<file path="src/verilog/uncore_pkg.sv">
package uncore_pkg;

  // Bus field widths
  typedef logic [31:0] paddr_t;
  typedef logic [63:0] dword_t;
  typedef logic [1:0]  lce_id_t;

  // Local device number and CLINT register offset
  typedef logic [3:0]  dev_id_t;
  typedef logic [15:0] clint_off_t;

  typedef enum logic
  {
    e_mem_rd = 1'b0,
    e_mem_wr = 1'b1
  } mem_op_e;

  // Same layout for commands and responses
  typedef struct packed
  {
    mem_op_e op;
    paddr_t  addr;
    lce_id_t lce_id;
    dword_t  data;
  } mem_msg_t;

  // Local memory map
  localparam paddr_t LOCAL_LIMIT = 32'h5000_0000;
  localparam int unsigned DEV_LSB = 20;

  localparam dev_id_t CLINT_DEV = 4'd1;
  localparam dev_id_t HOST_DEV  = 4'd2;
  localparam dev_id_t CACHE_DEV = 4'd3;

  // CLINT registers, low 16 bits of the address
  localparam clint_off_t MSIP_OFFSET     = 16'h0000;
  localparam clint_off_t MTIMECMP_OFFSET = 16'h4000;
  localparam clint_off_t MTIME_OFFSET    = 16'hbff8;

endpackage
</file>
<file path="src/verilog/clint_slice.sv">
`timescale 1ns/1ps

module clint_slice
  (input  logic                 clk_i
   , input  logic                 arst_n_i

   , input  uncore_pkg::mem_msg_t cmd_i
   , input  logic                 cmd_v_i
   , output logic                 cmd_ready_o

   , output uncore_pkg::mem_msg_t resp_o
   , output logic                 resp_v_o
   , input  logic                 resp_ready_i

   , output logic                 timer_irq_o
   , output logic                 software_irq_o
   );

  import uncore_pkg::*;

  dword_t     mtime_q;
  dword_t     mtimecmp_q;
  logic       msip_q;
  mem_msg_t   resp_q;
  logic       resp_v_q;
  logic       accept;
  logic       is_wr;
  clint_off_t offset;
  dword_t     rd_data;

  // One message in flight at a time
  assign cmd_ready_o = ~resp_v_q;
  assign accept      = cmd_v_i & cmd_ready_o;
  assign is_wr       = (cmd_i.op == e_mem_wr);
  assign offset      = cmd_i.addr[$bits(clint_off_t)-1:0];

  always_comb
  begin
    case (offset)
      MSIP_OFFSET:     rd_data = {{($bits(dword_t)-1){1'b0}}, msip_q};
      MTIMECMP_OFFSET: rd_data = mtimecmp_q;
      MTIME_OFFSET:    rd_data = mtime_q;
      default:         rd_data = '0;
    endcase
  end

  always_ff @(posedge clk_i or negedge arst_n_i)
  begin
    if (!arst_n_i)
    begin
      msip_q     <= 1'b0;
      mtimecmp_q <= '1;
      mtime_q    <= '0;
    end
    else
    begin
      if (accept && is_wr && offset == MSIP_OFFSET)
        msip_q <= cmd_i.data[0];
      if (accept && is_wr && offset == MTIMECMP_OFFSET)
        mtimecmp_q <= cmd_i.data;
      // Free-running unless software loads a new time
      if (accept && is_wr && offset == MTIME_OFFSET)
        mtime_q <= cmd_i.data;
      else
        mtime_q <= mtime_q + dword_t'(1);
    end
  end

  // Response held until the router takes it
  always_ff @(posedge clk_i or negedge arst_n_i)
  begin
    if (!arst_n_i)
      resp_v_q <= 1'b0;
    else if (accept)
      resp_v_q <= 1'b1;
    else if (resp_ready_i)
      resp_v_q <= 1'b0;
  end

  always_ff @(posedge clk_i)
  begin
    if (accept)
    begin
      resp_q.op     <= cmd_i.op;
      resp_q.addr   <= cmd_i.addr;
      resp_q.lce_id <= cmd_i.lce_id;
      resp_q.data   <= is_wr ? cmd_i.data : rd_data;
    end
  end

  assign resp_o   = resp_q;
  assign resp_v_o = resp_v_q;

  assign software_irq_o = msip_q;
  assign timer_irq_o    = (mtime_q >= mtimecmp_q);

endmodule

</file>
<file path="src/verilog/mem_cmd_router.sv">
`timescale 1ns/1ps

module mem_cmd_router
  #(parameter int NUM_REQ = 3)
  (input  uncore_pkg::mem_msg_t [NUM_REQ-1:0] cmd_i
   , input  logic                 [NUM_REQ-1:0] cmd_v_i
   , output logic                 [NUM_REQ-1:0] cmd_ready_o

   , output uncore_pkg::mem_msg_t               clint_cmd_o
   , output logic                               clint_cmd_v_o
   , input  logic                               clint_cmd_ready_i

   , output uncore_pkg::mem_msg_t               io_cmd_o
   , output logic                               io_cmd_v_o
   , input  logic                               io_cmd_ready_i

   , output uncore_pkg::mem_msg_t               mem_cmd_o
   , output logic                               mem_cmd_v_o
   , input  logic                               mem_cmd_ready_i
   );

  import uncore_pkg::*;

  logic               all_ready;
  logic [NUM_REQ-1:0] grant;
  logic               sel_v;
  mem_msg_t           sel_msg;
  logic               is_local;
  dev_id_t            dev;
  logic               is_clint;
  logic               is_io;
  logic               is_mem;

  // A stalled target blocks every requester
  assign all_ready = clint_cmd_ready_i & io_cmd_ready_i & mem_cmd_ready_i;

  // Highest valid index wins
  always_comb
  begin
    grant = '0;
    for (int i = 0; i < NUM_REQ; i++)
    begin
      if (cmd_v_i[i])
      begin
        grant    = '0;
        grant[i] = 1'b1;
      end
    end
    if (!all_ready)
      grant = '0;
  end

  always_comb
  begin
    sel_msg = '0;
    for (int i = 0; i < NUM_REQ; i++)
    begin
      if (grant[i])
        sel_msg = cmd_i[i];
    end
  end

  assign sel_v       = |grant;
  assign cmd_ready_o = grant;

  // Memory map decode on the granted address
  assign is_local = (sel_msg.addr < LOCAL_LIMIT);
  assign dev      = sel_msg.addr[DEV_LSB +: $bits(dev_id_t)];
  assign is_clint = is_local & (dev == CLINT_DEV);
  assign is_io    = is_local & (dev == HOST_DEV);
  // Cache device, the old config slot and unmapped devices all fall to memory
  assign is_mem   = ~is_clint & ~is_io;

  assign clint_cmd_o = sel_msg;
  assign io_cmd_o    = sel_msg;
  assign mem_cmd_o   = sel_msg;

  assign clint_cmd_v_o = sel_v & is_clint;
  assign io_cmd_v_o    = sel_v & is_io;
  assign mem_cmd_v_o   = sel_v & is_mem;

endmodule

</file>
<file path="src/verilog/mem_msg_queue.sv">
`timescale 1ns/1ps

module mem_msg_queue
  (input  logic                 clk_i
   , input  logic                 arst_n_i

   // Requester command in, toward the command router out
   , input  uncore_pkg::mem_msg_t cmd_i
   , input  logic                 cmd_v_i
   , output logic                 cmd_ready_o
   , output uncore_pkg::mem_msg_t cmd_o
   , output logic                 cmd_v_o
   , input  logic                 cmd_ready_i

   // Routed response in, toward the requester out
   , input  uncore_pkg::mem_msg_t resp_i
   , input  logic                 resp_v_i
   , output logic                 resp_ready_o
   , output uncore_pkg::mem_msg_t resp_o
   , output logic                 resp_v_o
   , input  logic                 resp_ready_i
   );

  import uncore_pkg::*;

  // Channel 0 is the command FIFO, channel 1 the response FIFO
  mem_msg_t [1:0] push_data;
  logic     [1:0] push_v;
  logic     [1:0] push_ready;
  mem_msg_t [1:0] pop_data;
  logic     [1:0] pop_v;
  logic     [1:0] pop_ready;

  assign push_data = {resp_i, cmd_i};
  assign push_v    = {resp_v_i, cmd_v_i};
  assign pop_ready = {resp_ready_i, cmd_ready_i};

  assign {resp_ready_o, cmd_ready_o} = push_ready;
  assign {resp_o, cmd_o}             = pop_data;
  assign {resp_v_o, cmd_v_o}         = pop_v;

  for (genvar ch = 0; ch < 2; ch++)
  begin : fifo
    mem_msg_t   mem_q [2];
    logic       wr_ptr_q;
    logic       rd_ptr_q;
    logic [1:0] count_q;
    logic       push;
    logic       pop;

    assign push_ready[ch] = (count_q != 2'd2);
    assign pop_v[ch]      = (count_q != 2'd0);
    assign pop_data[ch]   = mem_q[rd_ptr_q];

    assign push = push_v[ch] & push_ready[ch];
    assign pop  = pop_v[ch] & pop_ready[ch];

    always_ff @(posedge clk_i or negedge arst_n_i)
    begin
      if (!arst_n_i)
      begin
        wr_ptr_q <= 1'b0;
        rd_ptr_q <= 1'b0;
        count_q  <= 2'd0;
      end
      else
      begin
        if (push)
          wr_ptr_q <= ~wr_ptr_q;
        if (pop)
          rd_ptr_q <= ~rd_ptr_q;
        count_q <= count_q + {1'b0, push} - {1'b0, pop};
      end
    end

    always_ff @(posedge clk_i)
    begin
      if (push)
        mem_q[wr_ptr_q] <= push_data[ch];
    end
  end

endmodule

</file>
<file path="src/verilog/mem_resp_router.sv">
`timescale 1ns/1ps

module mem_resp_router
  #(parameter int NUM_REQ = 3)
  (input  uncore_pkg::mem_msg_t               clint_resp_i
   , input  logic                               clint_resp_v_i
   , output logic                               clint_resp_ready_o

   , input  uncore_pkg::mem_msg_t               io_resp_i
   , input  logic                               io_resp_v_i
   , output logic                               io_resp_ready_o

   , input  uncore_pkg::mem_msg_t               mem_resp_i
   , input  logic                               mem_resp_v_i
   , output logic                               mem_resp_ready_o

   , output uncore_pkg::mem_msg_t [NUM_REQ-1:0] resp_o
   , output logic                 [NUM_REQ-1:0] resp_v_o
   , input  logic                 [NUM_REQ-1:0] resp_ready_i
   );

  import uncore_pkg::*;

  logic     all_ready;
  logic     sel_v;
  mem_msg_t sel_msg;

  // Every requester queue must have room before anything moves
  assign all_ready = &resp_ready_i;

  // Memory first, then I/O, then CLINT
  assign mem_resp_ready_o   = all_ready & mem_resp_v_i;
  assign io_resp_ready_o    = all_ready & io_resp_v_i & ~mem_resp_v_i;
  assign clint_resp_ready_o = all_ready & clint_resp_v_i & ~mem_resp_v_i & ~io_resp_v_i;

  assign sel_v = mem_resp_ready_o | io_resp_ready_o | clint_resp_ready_o;

  always_comb
  begin
    if (mem_resp_v_i)
      sel_msg = mem_resp_i;
    else if (io_resp_v_i)
      sel_msg = io_resp_i;
    else
      sel_msg = clint_resp_i;
  end

  // Out-of-range ids match no queue and are dropped here
  for (genvar i = 0; i < NUM_REQ; i++)
  begin : steer
    assign resp_o[i]   = sel_msg;
    assign resp_v_o[i] = sel_v & (sel_msg.lce_id == lce_id_t'(i));
  end

endmodule

</file>
<file path="src/verilog/softcore_uncore.sv">
`timescale 1ns/1ps

module softcore_uncore
  #(parameter int NUM_REQ = 3)
  (input  logic                               clk_i
   , input  logic                               arst_n_i

   // Requester ports: dcache engine, icache engine, incoming I/O
   , input  uncore_pkg::mem_msg_t [NUM_REQ-1:0] req_cmd_i
   , input  logic                 [NUM_REQ-1:0] req_cmd_v_i
   , output logic                 [NUM_REQ-1:0] req_cmd_ready_o
   , output uncore_pkg::mem_msg_t [NUM_REQ-1:0] req_resp_o
   , output logic                 [NUM_REQ-1:0] req_resp_v_o
   , input  logic                 [NUM_REQ-1:0] req_resp_ready_i

   // Outgoing I/O
   , output uncore_pkg::mem_msg_t               io_cmd_o
   , output logic                               io_cmd_v_o
   , input  logic                               io_cmd_ready_i
   , input  uncore_pkg::mem_msg_t               io_resp_i
   , input  logic                               io_resp_v_i
   , output logic                               io_resp_ready_o

   // Memory, also the cache target without an L2
   , output uncore_pkg::mem_msg_t               mem_cmd_o
   , output logic                               mem_cmd_v_o
   , input  logic                               mem_cmd_ready_i
   , input  uncore_pkg::mem_msg_t               mem_resp_i
   , input  logic                               mem_resp_v_i
   , output logic                               mem_resp_ready_o

   , output logic                               timer_irq_o
   , output logic                               software_irq_o
   );

  import uncore_pkg::*;

  mem_msg_t [NUM_REQ-1:0] queue_cmd;
  logic     [NUM_REQ-1:0] queue_cmd_v;
  logic     [NUM_REQ-1:0] queue_cmd_ready;
  mem_msg_t [NUM_REQ-1:0] route_resp;
  logic     [NUM_REQ-1:0] route_resp_v;
  logic     [NUM_REQ-1:0] route_resp_ready;

  mem_msg_t clint_cmd;
  logic     clint_cmd_v;
  logic     clint_cmd_ready;
  mem_msg_t clint_resp;
  logic     clint_resp_v;
  logic     clint_resp_ready;

  for (genvar i = 0; i < NUM_REQ; i++)
  begin : req_queue
    mem_msg_queue queue
      (.clk_i(clk_i)
       , .arst_n_i(arst_n_i)
       , .cmd_i(req_cmd_i[i])
       , .cmd_v_i(req_cmd_v_i[i])
       , .cmd_ready_o(req_cmd_ready_o[i])
       , .cmd_o(queue_cmd[i])
       , .cmd_v_o(queue_cmd_v[i])
       , .cmd_ready_i(queue_cmd_ready[i])
       , .resp_i(route_resp[i])
       , .resp_v_i(route_resp_v[i])
       , .resp_ready_o(route_resp_ready[i])
       , .resp_o(req_resp_o[i])
       , .resp_v_o(req_resp_v_o[i])
       , .resp_ready_i(req_resp_ready_i[i])
       );
  end

  mem_cmd_router
    #(.NUM_REQ(NUM_REQ))
    cmd_router
      (.cmd_i(queue_cmd)
       , .cmd_v_i(queue_cmd_v)
       , .cmd_ready_o(queue_cmd_ready)
       , .clint_cmd_o(clint_cmd)
       , .clint_cmd_v_o(clint_cmd_v)
       , .clint_cmd_ready_i(clint_cmd_ready)
       , .io_cmd_o(io_cmd_o)
       , .io_cmd_v_o(io_cmd_v_o)
       , .io_cmd_ready_i(io_cmd_ready_i)
       , .mem_cmd_o(mem_cmd_o)
       , .mem_cmd_v_o(mem_cmd_v_o)
       , .mem_cmd_ready_i(mem_cmd_ready_i)
       );

  mem_resp_router
    #(.NUM_REQ(NUM_REQ))
    resp_router
      (.clint_resp_i(clint_resp)
       , .clint_resp_v_i(clint_resp_v)
       , .clint_resp_ready_o(clint_resp_ready)
       , .io_resp_i(io_resp_i)
       , .io_resp_v_i(io_resp_v_i)
       , .io_resp_ready_o(io_resp_ready_o)
       , .mem_resp_i(mem_resp_i)
       , .mem_resp_v_i(mem_resp_v_i)
       , .mem_resp_ready_o(mem_resp_ready_o)
       , .resp_o(route_resp)
       , .resp_v_o(route_resp_v)
       , .resp_ready_i(route_resp_ready)
       );

  clint_slice clint
    (.clk_i(clk_i)
     , .arst_n_i(arst_n_i)
     , .cmd_i(clint_cmd)
     , .cmd_v_i(clint_cmd_v)
     , .cmd_ready_o(clint_cmd_ready)
     , .resp_o(clint_resp)
     , .resp_v_o(clint_resp_v)
     , .resp_ready_i(clint_resp_ready)
     , .timer_irq_o(timer_irq_o)
     , .software_irq_o(software_irq_o)
     );

endmodule

</file>
<file path="config.mk">
export PLATFORM = sky130hd
export DESIGN_NAME = softcore_uncore
export DESIGN_NICKNAME = d
export VERILOG_FILES = /design/src/verilog/uncore_pkg.sv /design/src/verilog/clint_slice.sv /design/src/verilog/mem_cmd_router.sv /design/src/verilog/mem_msg_queue.sv /design/src/verilog/mem_resp_router.sv /design/src/verilog/softcore_uncore.sv
export SDC_FILE = /design/constraint.sdc
export NUM_CORES = 2
export LEC_CHECK = 0
export BUFFER_PORTS_ARGS = -buffer_cell sky130_fd_sc_hd__buf_2
export CORE_MARGIN = 2
export CORE_UTILIZATION = 35
export DETAILED_ROUTE_END_ITERATION = 12
export MAX_ROUTING_LAYER = met4
export REMOVE_ABC_BUFFERS = 1
export SLEW_MARGIN = 20
export SYNTH_ARGS = -nofsm -noshare
export SYNTH_HDL_FRONTEND = slang
export SYNTH_SLANG_ARGS = --single-unit
</file>
<file path="constraint.sdc">
create_clock -name clk_i -period 11.5 [get_ports clk_i]
set_input_delay 0.575 -clock clk_i [delete_from_list [all_inputs] [get_ports clk_i]]
set_output_delay 0.575 -clock clk_i [all_outputs]
set_load 0.02 [all_outputs]
</file>
== Word level (Yosys, flattened, before mapping) ==
Memory sizes are Yosys's and may differ from the RTL's.
Index checks and enable logic that the tools add are counted.
Word-level totals
  bits in registers: 253
  memories: 6
  word-level logic and storage cells: 149
  memory bits (writable): 1188
Memories
  req_queue[0].queue.fifo[0].mem_q: words 2, bits a word 99, rd ports 1, clocked after Yosys merged registers in 0, write ports 1, RTL line mem_msg_queue.sv:44  | mem_msg_t mem_q [2];
  req_queue[0].queue.fifo[1].mem_q: words 2, bits a word 99, rd ports 1, clocked after Yosys merged registers in 0, write ports 1, RTL line mem_msg_queue.sv:44
  req_queue[1].queue.fifo[0].mem_q: words 2, bits a word 99, rd ports 1, clocked after Yosys merged registers in 0, write ports 1, RTL line mem_msg_queue.sv:44
  req_queue[1].queue.fifo[1].mem_q: words 2, bits a word 99, rd ports 1, clocked after Yosys merged registers in 0, write ports 1, RTL line mem_msg_queue.sv:44
  req_queue[2].queue.fifo[0].mem_q: words 2, bits a word 99, rd ports 1, clocked after Yosys merged registers in 0, write ports 1, RTL line mem_msg_queue.sv:44
  req_queue[2].queue.fifo[1].mem_q: words 2, bits a word 99, rd ports 1, clocked after Yosys merged registers in 0, write ports 1, RTL line mem_msg_queue.sv:44
Operators by class
  equality and inequality tests: 12
  order comparisons: 2
  bitwise logic cells: 49
  add/subtract/negate cells: 13
  multiplexer cells: 26
  reduce and logical (&&, ||, !) cells: 15
Operator list (count)
  2-to-1 mux 99 bit: 5
  case mux 64 bit (3 select lines): 1
  2-to-1 mux 64 bit: 2
  adder 64 x 1 -> 64 bit (second input constant): 1
  >= comparator 64 bit: 1
  < comparator 32 x 31 -> 1 bit (second input constant): 1
  AND 1 bit: 30
  inverter 1 bit: 17
  == test 16 x 15 -> 1 bit (second input constant): 1
  == test 16 bit (second input constant): 1
  zero test 16 bit: 1
  2-to-1 mux 1 bit: 15
  nonzero test 2 bit: 7
  adder 2 x 1 -> 2 bit: 6
  != test 2 bit (second input constant): 6
  subtractor 2 x 1 -> 2 bit: 6
  2-to-1 mux 3 bit: 2
  == test 4 x 1 -> 1 bit (second input constant): 1
  == test 4 x 2 -> 1 bit (second input constant): 1
  logical AND 1 bit: 4
  AND reduction 3 bit: 1
  OR reduction 3 bit: 1
  == test 2 x 1 -> 1 bit (second input constant): 1
  == test 2 bit (second input constant): 1
  3 further kinds: 4

== Logic depth before layout (Yosys ltp) ==
  depth in word-level cells: 15
  mapped depth: 13
  gate-level depth less buffers: 10

== By module ==
From an unflattened synthesis, not the netlist that was laid out.
Unflattened totals
  cell total of the unflattened synthesis: 4173
  area total of the unflattened synthesis: 62977.9 um^2
Modules (own cells, without submodules)
  mem_msg_queue: cells each 660, times used 3, area each 14682.8 um^2
  clint_slice: cells each 1112, times used 1, area each 11935.2 um^2
  mem_resp_router: cells each 538, times used 1, area each 3699.8 um^2
  mem_cmd_router: cells each 543, times used 1, area each 3294.4 um^2

== Least setup slack after synthesis ==
Ideal clock, no wire load.
  kind: input to register
  start point: input io_resp_v_i
  end point: memory req_queue[2].queue.fifo[1].mem_q[0][0] (netlist name) (enable)
  cell stages on the path: 4
  arrival: 8.080 ns
  slack: 2.741 ns
  cell sequence: mux2i_1 > o21ai_0 > or3_1 > nor3_1
RTL lines
  from (decl): RTL line softcore_uncore.sv:21  | , input logic io_resp_v_i
  to (decl): RTL line mem_msg_queue.sv:44

==> metrics.md <==
| Metric | Value |
|---|---|
| Largest net degree at the start of global routing | 130 |
| Cts hold-fix bufs | 297 |
| Fmax | 184.6 MHz |
| Top_reg_cell synth | edfxtp_1 |
| EDFF count, synth | 1287 |
| Vias per cell | 5.073 |
| Synth area leader | edfxtp_1 |
| DRC | 0 |
| 1st-pass router iterations | 5 |
| Congestion Overflow GR | 0 |
| Top cell type's share of synthesized area | 0.6387 |
| Vias in the first global route | 37010 |
| Final ANT Viol Nets | 0 |
| Vias | 38240 |
| Max VDD drop | 0.1593 mV |
| Min-delay worst type | in2reg |
| Metal3 WL | 13520 um |
| Setup TNS | 0 ns |
| Switching power | 5.991 mW |
| Maximum buffer depth of the clock tree | 3 |
| Synth cell types | between 70 and 80 |
| Hold Violations, Final | 0 |
| CP Launch Type | flop |
| Worst-path clk slew | 0.05 ns |
| Top sig layer | met4 |
| Pwr/cell area | 228.4 mW/mm2 |
| Root Driver | clkbuf_16 |
| Post-CTS Resized | 0 |
| Period utilization | 0.4710 |
| Total Routing Usage GR | 0.2343 |
| Die W | between 400 and 500 um |
| Clock Latency Late Sink | roughly 0.82 ns |
| WP data arrival | 4.84 ns |
| Port Buffers | 1013 |
| Type of destination of the critical path | output port |
| Met2 routed WL | 101300 um |
| Post-Route WL | 207400 um |
| Slew headroom | 0.1861 |
| Core Region | 0.1717 mm2 |
| FF+latch count, synth | 1441 |
| Setup Fix Bufs, Post-CTS | 0 |
| Synth async-reset ratio | 0.1069 |
| Layout cells sized above 1 | 0.3354 |
| Most frequent cell after synthesis | edfxtp_1 |
| # IOs | a little over 1000 |
| Worst Clk Skew | roughly 0.041 ns |
| Switching part of the total power | 0.3474 |
| Floorplan row count | 152 |
| Worst Path Required | 10.93 ns |
| Clock network fraction of design power | 0.283 |
| Gp weighted congestion | roughly 0.95 |
| Top post-synthesis cells by area | edfxtp_1, mux2i_1, mux2_2, dfrtp_1, dfstp_2 |
| Gate power share | 0.294 |
| Status | completed |
| YS warnings | 0 |
| Part of the Yosys area used for sequential elements | 0.7037 |
| CP max FO | 43 |
| Cts bufs inserted | 157 |
| Cells after synthesis | 3782 |
| Final setup violation count | 0 |
| Die height | 419.8 um |
| Initial antenna violation count | 48 |
| Slew Viols, Final | 0 |
| Utilization after layout | 0.4396 |
| Pint | 11.25 mW |
| Flop pwr share | 0.423 |
| CTS tree | done |
| P&R area growth vs syn | 24.75% |
| Tmin final | 5.417 ns |
| Sink Count | 1441 |
| Worst-margin pin slew | about 1.2 ns |
| Routed WL per cell | 27.52 um |
| Syn Area/Cell | 16.00 um2 |
| Synth top cells by count | edfxtp_1, mux2i_1, mux2_2 |
| Final #Nets | 5641 |
| Initial Utilization | 0.3524 |
| Die ar. | 0.1762 mm2 |
| H-tree level count | 4 |
| Total of max-cap violations | 0 |
| Drt first-iter violations | around 3200 |
| Critical path class | reg2out |
| RSZ-0062 raised after global routing | false |
| Synthesized cell area | 0.06051 mm2 |
| First-pass GRT wire length | 280600 um |
| Detail Placement HPWL | 146800 um |
| LEAKAGE | 29.53 nW |
| Metal-1 WL | 84700 um |
## per-stage QoR
step	total power [mW]	instances	hold WS (ns)	cell area (um2)	setup slack (ns)
6_report	17.24	7538	0.08416	75490	6.083
5_1_grt	17.83	7528	0.03328	75460	5.780
4_1_cts	17.36	7497	0.004276	75360	5.980
3_5_place_dp	12.39	6910	0.4847	67450	5.857
3_3_place_gp	12.34	6910	0.4695	67450	5.941
2_1_floorplan	10.37	3499	0.2794	58660	1.855
## power by group through the flow
stage	Combinational (mW)	Clock, mW	Sequential, mW
5_1_grt	5.31	5.16	7.36
3_3_place_gp	4.97	0	7.37
4_1_cts	5.10	4.97	7.30
6_report	5.06	4.88	7.30
2_1_floorplan	2.87	0	7.50
3_5_place_dp	4.99	0	7.40
## critical path, stage by stage (launching register included)
cell	delay, ns
dfrtp_4	0.66
buf_4	0.68
buf_4	0.75
mux2i_1	0.27
o22ai_1	0.10
o21ai_0	0.74
inv_1	0.34
buf_2	0.26
## area by class of cell
type / count / area [um2]
Clock inverter: 87 / 813.3
Clock buffer: 203 / 4121
Fill cell: 15500 / 96250
Inverter: 154 / 583.1
Timing Repair Buffer: 1399 / 8775
Sequential cell: 1441 / 42600
Antenna cell: 40 / 100.1
Tap cell: 2310 / 2890
Multi-Input combinational cell: 1904 / 15600
## logic make-up after synthesis
kind of cell	after synthesis	share of synthesized area
AO/OA/AOI/OAI	426	0.04646
XOR/XNOR	87	0.01259
adder cells (fa/ha/maj)	77	0.01592
buffers and inverters	437	0.04015
flip-flops	1441	0.7037
multiplexers	823	0.1425
AND/OR/NAND/NOR	491	0.03867
## per-layer routing
layer,vias to the layer above,track usage
met5,-,-
met4,0,0.09237
met3,392,0.04405
met2,1550,0.3724
met1,19430,0.2963
li1,16870,-
## sequential cells by signal (all words and copies together) (netlist names)
name	count
req_queue.queue.fifo.mem_q	1188
clint.resp_o	99
clint.mtime_q	64
clint.mtimecmp_q	64
req_queue.queue.fifo.count_q	12
req_queue.queue.fifo.rd_ptr_q	6
req_queue.queue.fifo.wr_ptr_q	6
clint.resp_v_o	1
clint.software_irq_o	1
## final timing paths
check,start,to,slack [ns],cells past startpoint
hold reg to reg,req_queue[1].queue.fifo[1].count_q[1],req_queue[1].queue.fifo[1].count_q[1],0.49,1
max in group asynchronous,arst_n_i,req_queue[2].queue.fifo[1].rd_ptr_q,9.55,4
setup reg to reg,req_queue[1].queue.fifo[0].count_q[0],clint.mtimecmp_q[1],6.09,12
hold / removal,req_cmd_i[242],req_queue[2].queue.fifo[0].mem_q[0][44],0.08,1
min in group asynchronous,arst_n_i,clint.mtime_q[18],0.30,2
setup / recovery,req_queue[0].queue.fifo[0].rd_ptr_q,mem_cmd_o[8],6.08,7
## cell usage in the layout (no fill, tap or decap), types with 16 or more instances in the layout
master / count
a21o_1: 16
a21oi_1: 30
a221o_1: 64
buf_2: 1010
buf_4: 86
clkbuf_1: 44
clkbuf_16: 157
clkinv_1: 37
clkinv_2: 18
dfrtp_1: 84
dfstp_2: 64
diode_2: 40
dlygate4sd3_1: 297
edfxtp_1: 1287
ha_1: 77
inv_1: 151
mux2_2: 304
mux2i_1: 514
nand2_1: 205
nand3_1: 32
nand4_1: 25
nor2_1: 117
nor3_1: 23
o21ai_0: 159
o21ai_1: 22
o22ai_1: 84
xnor2_1: 49
xor2_1: 38
(Power assumes the default switching activity.)
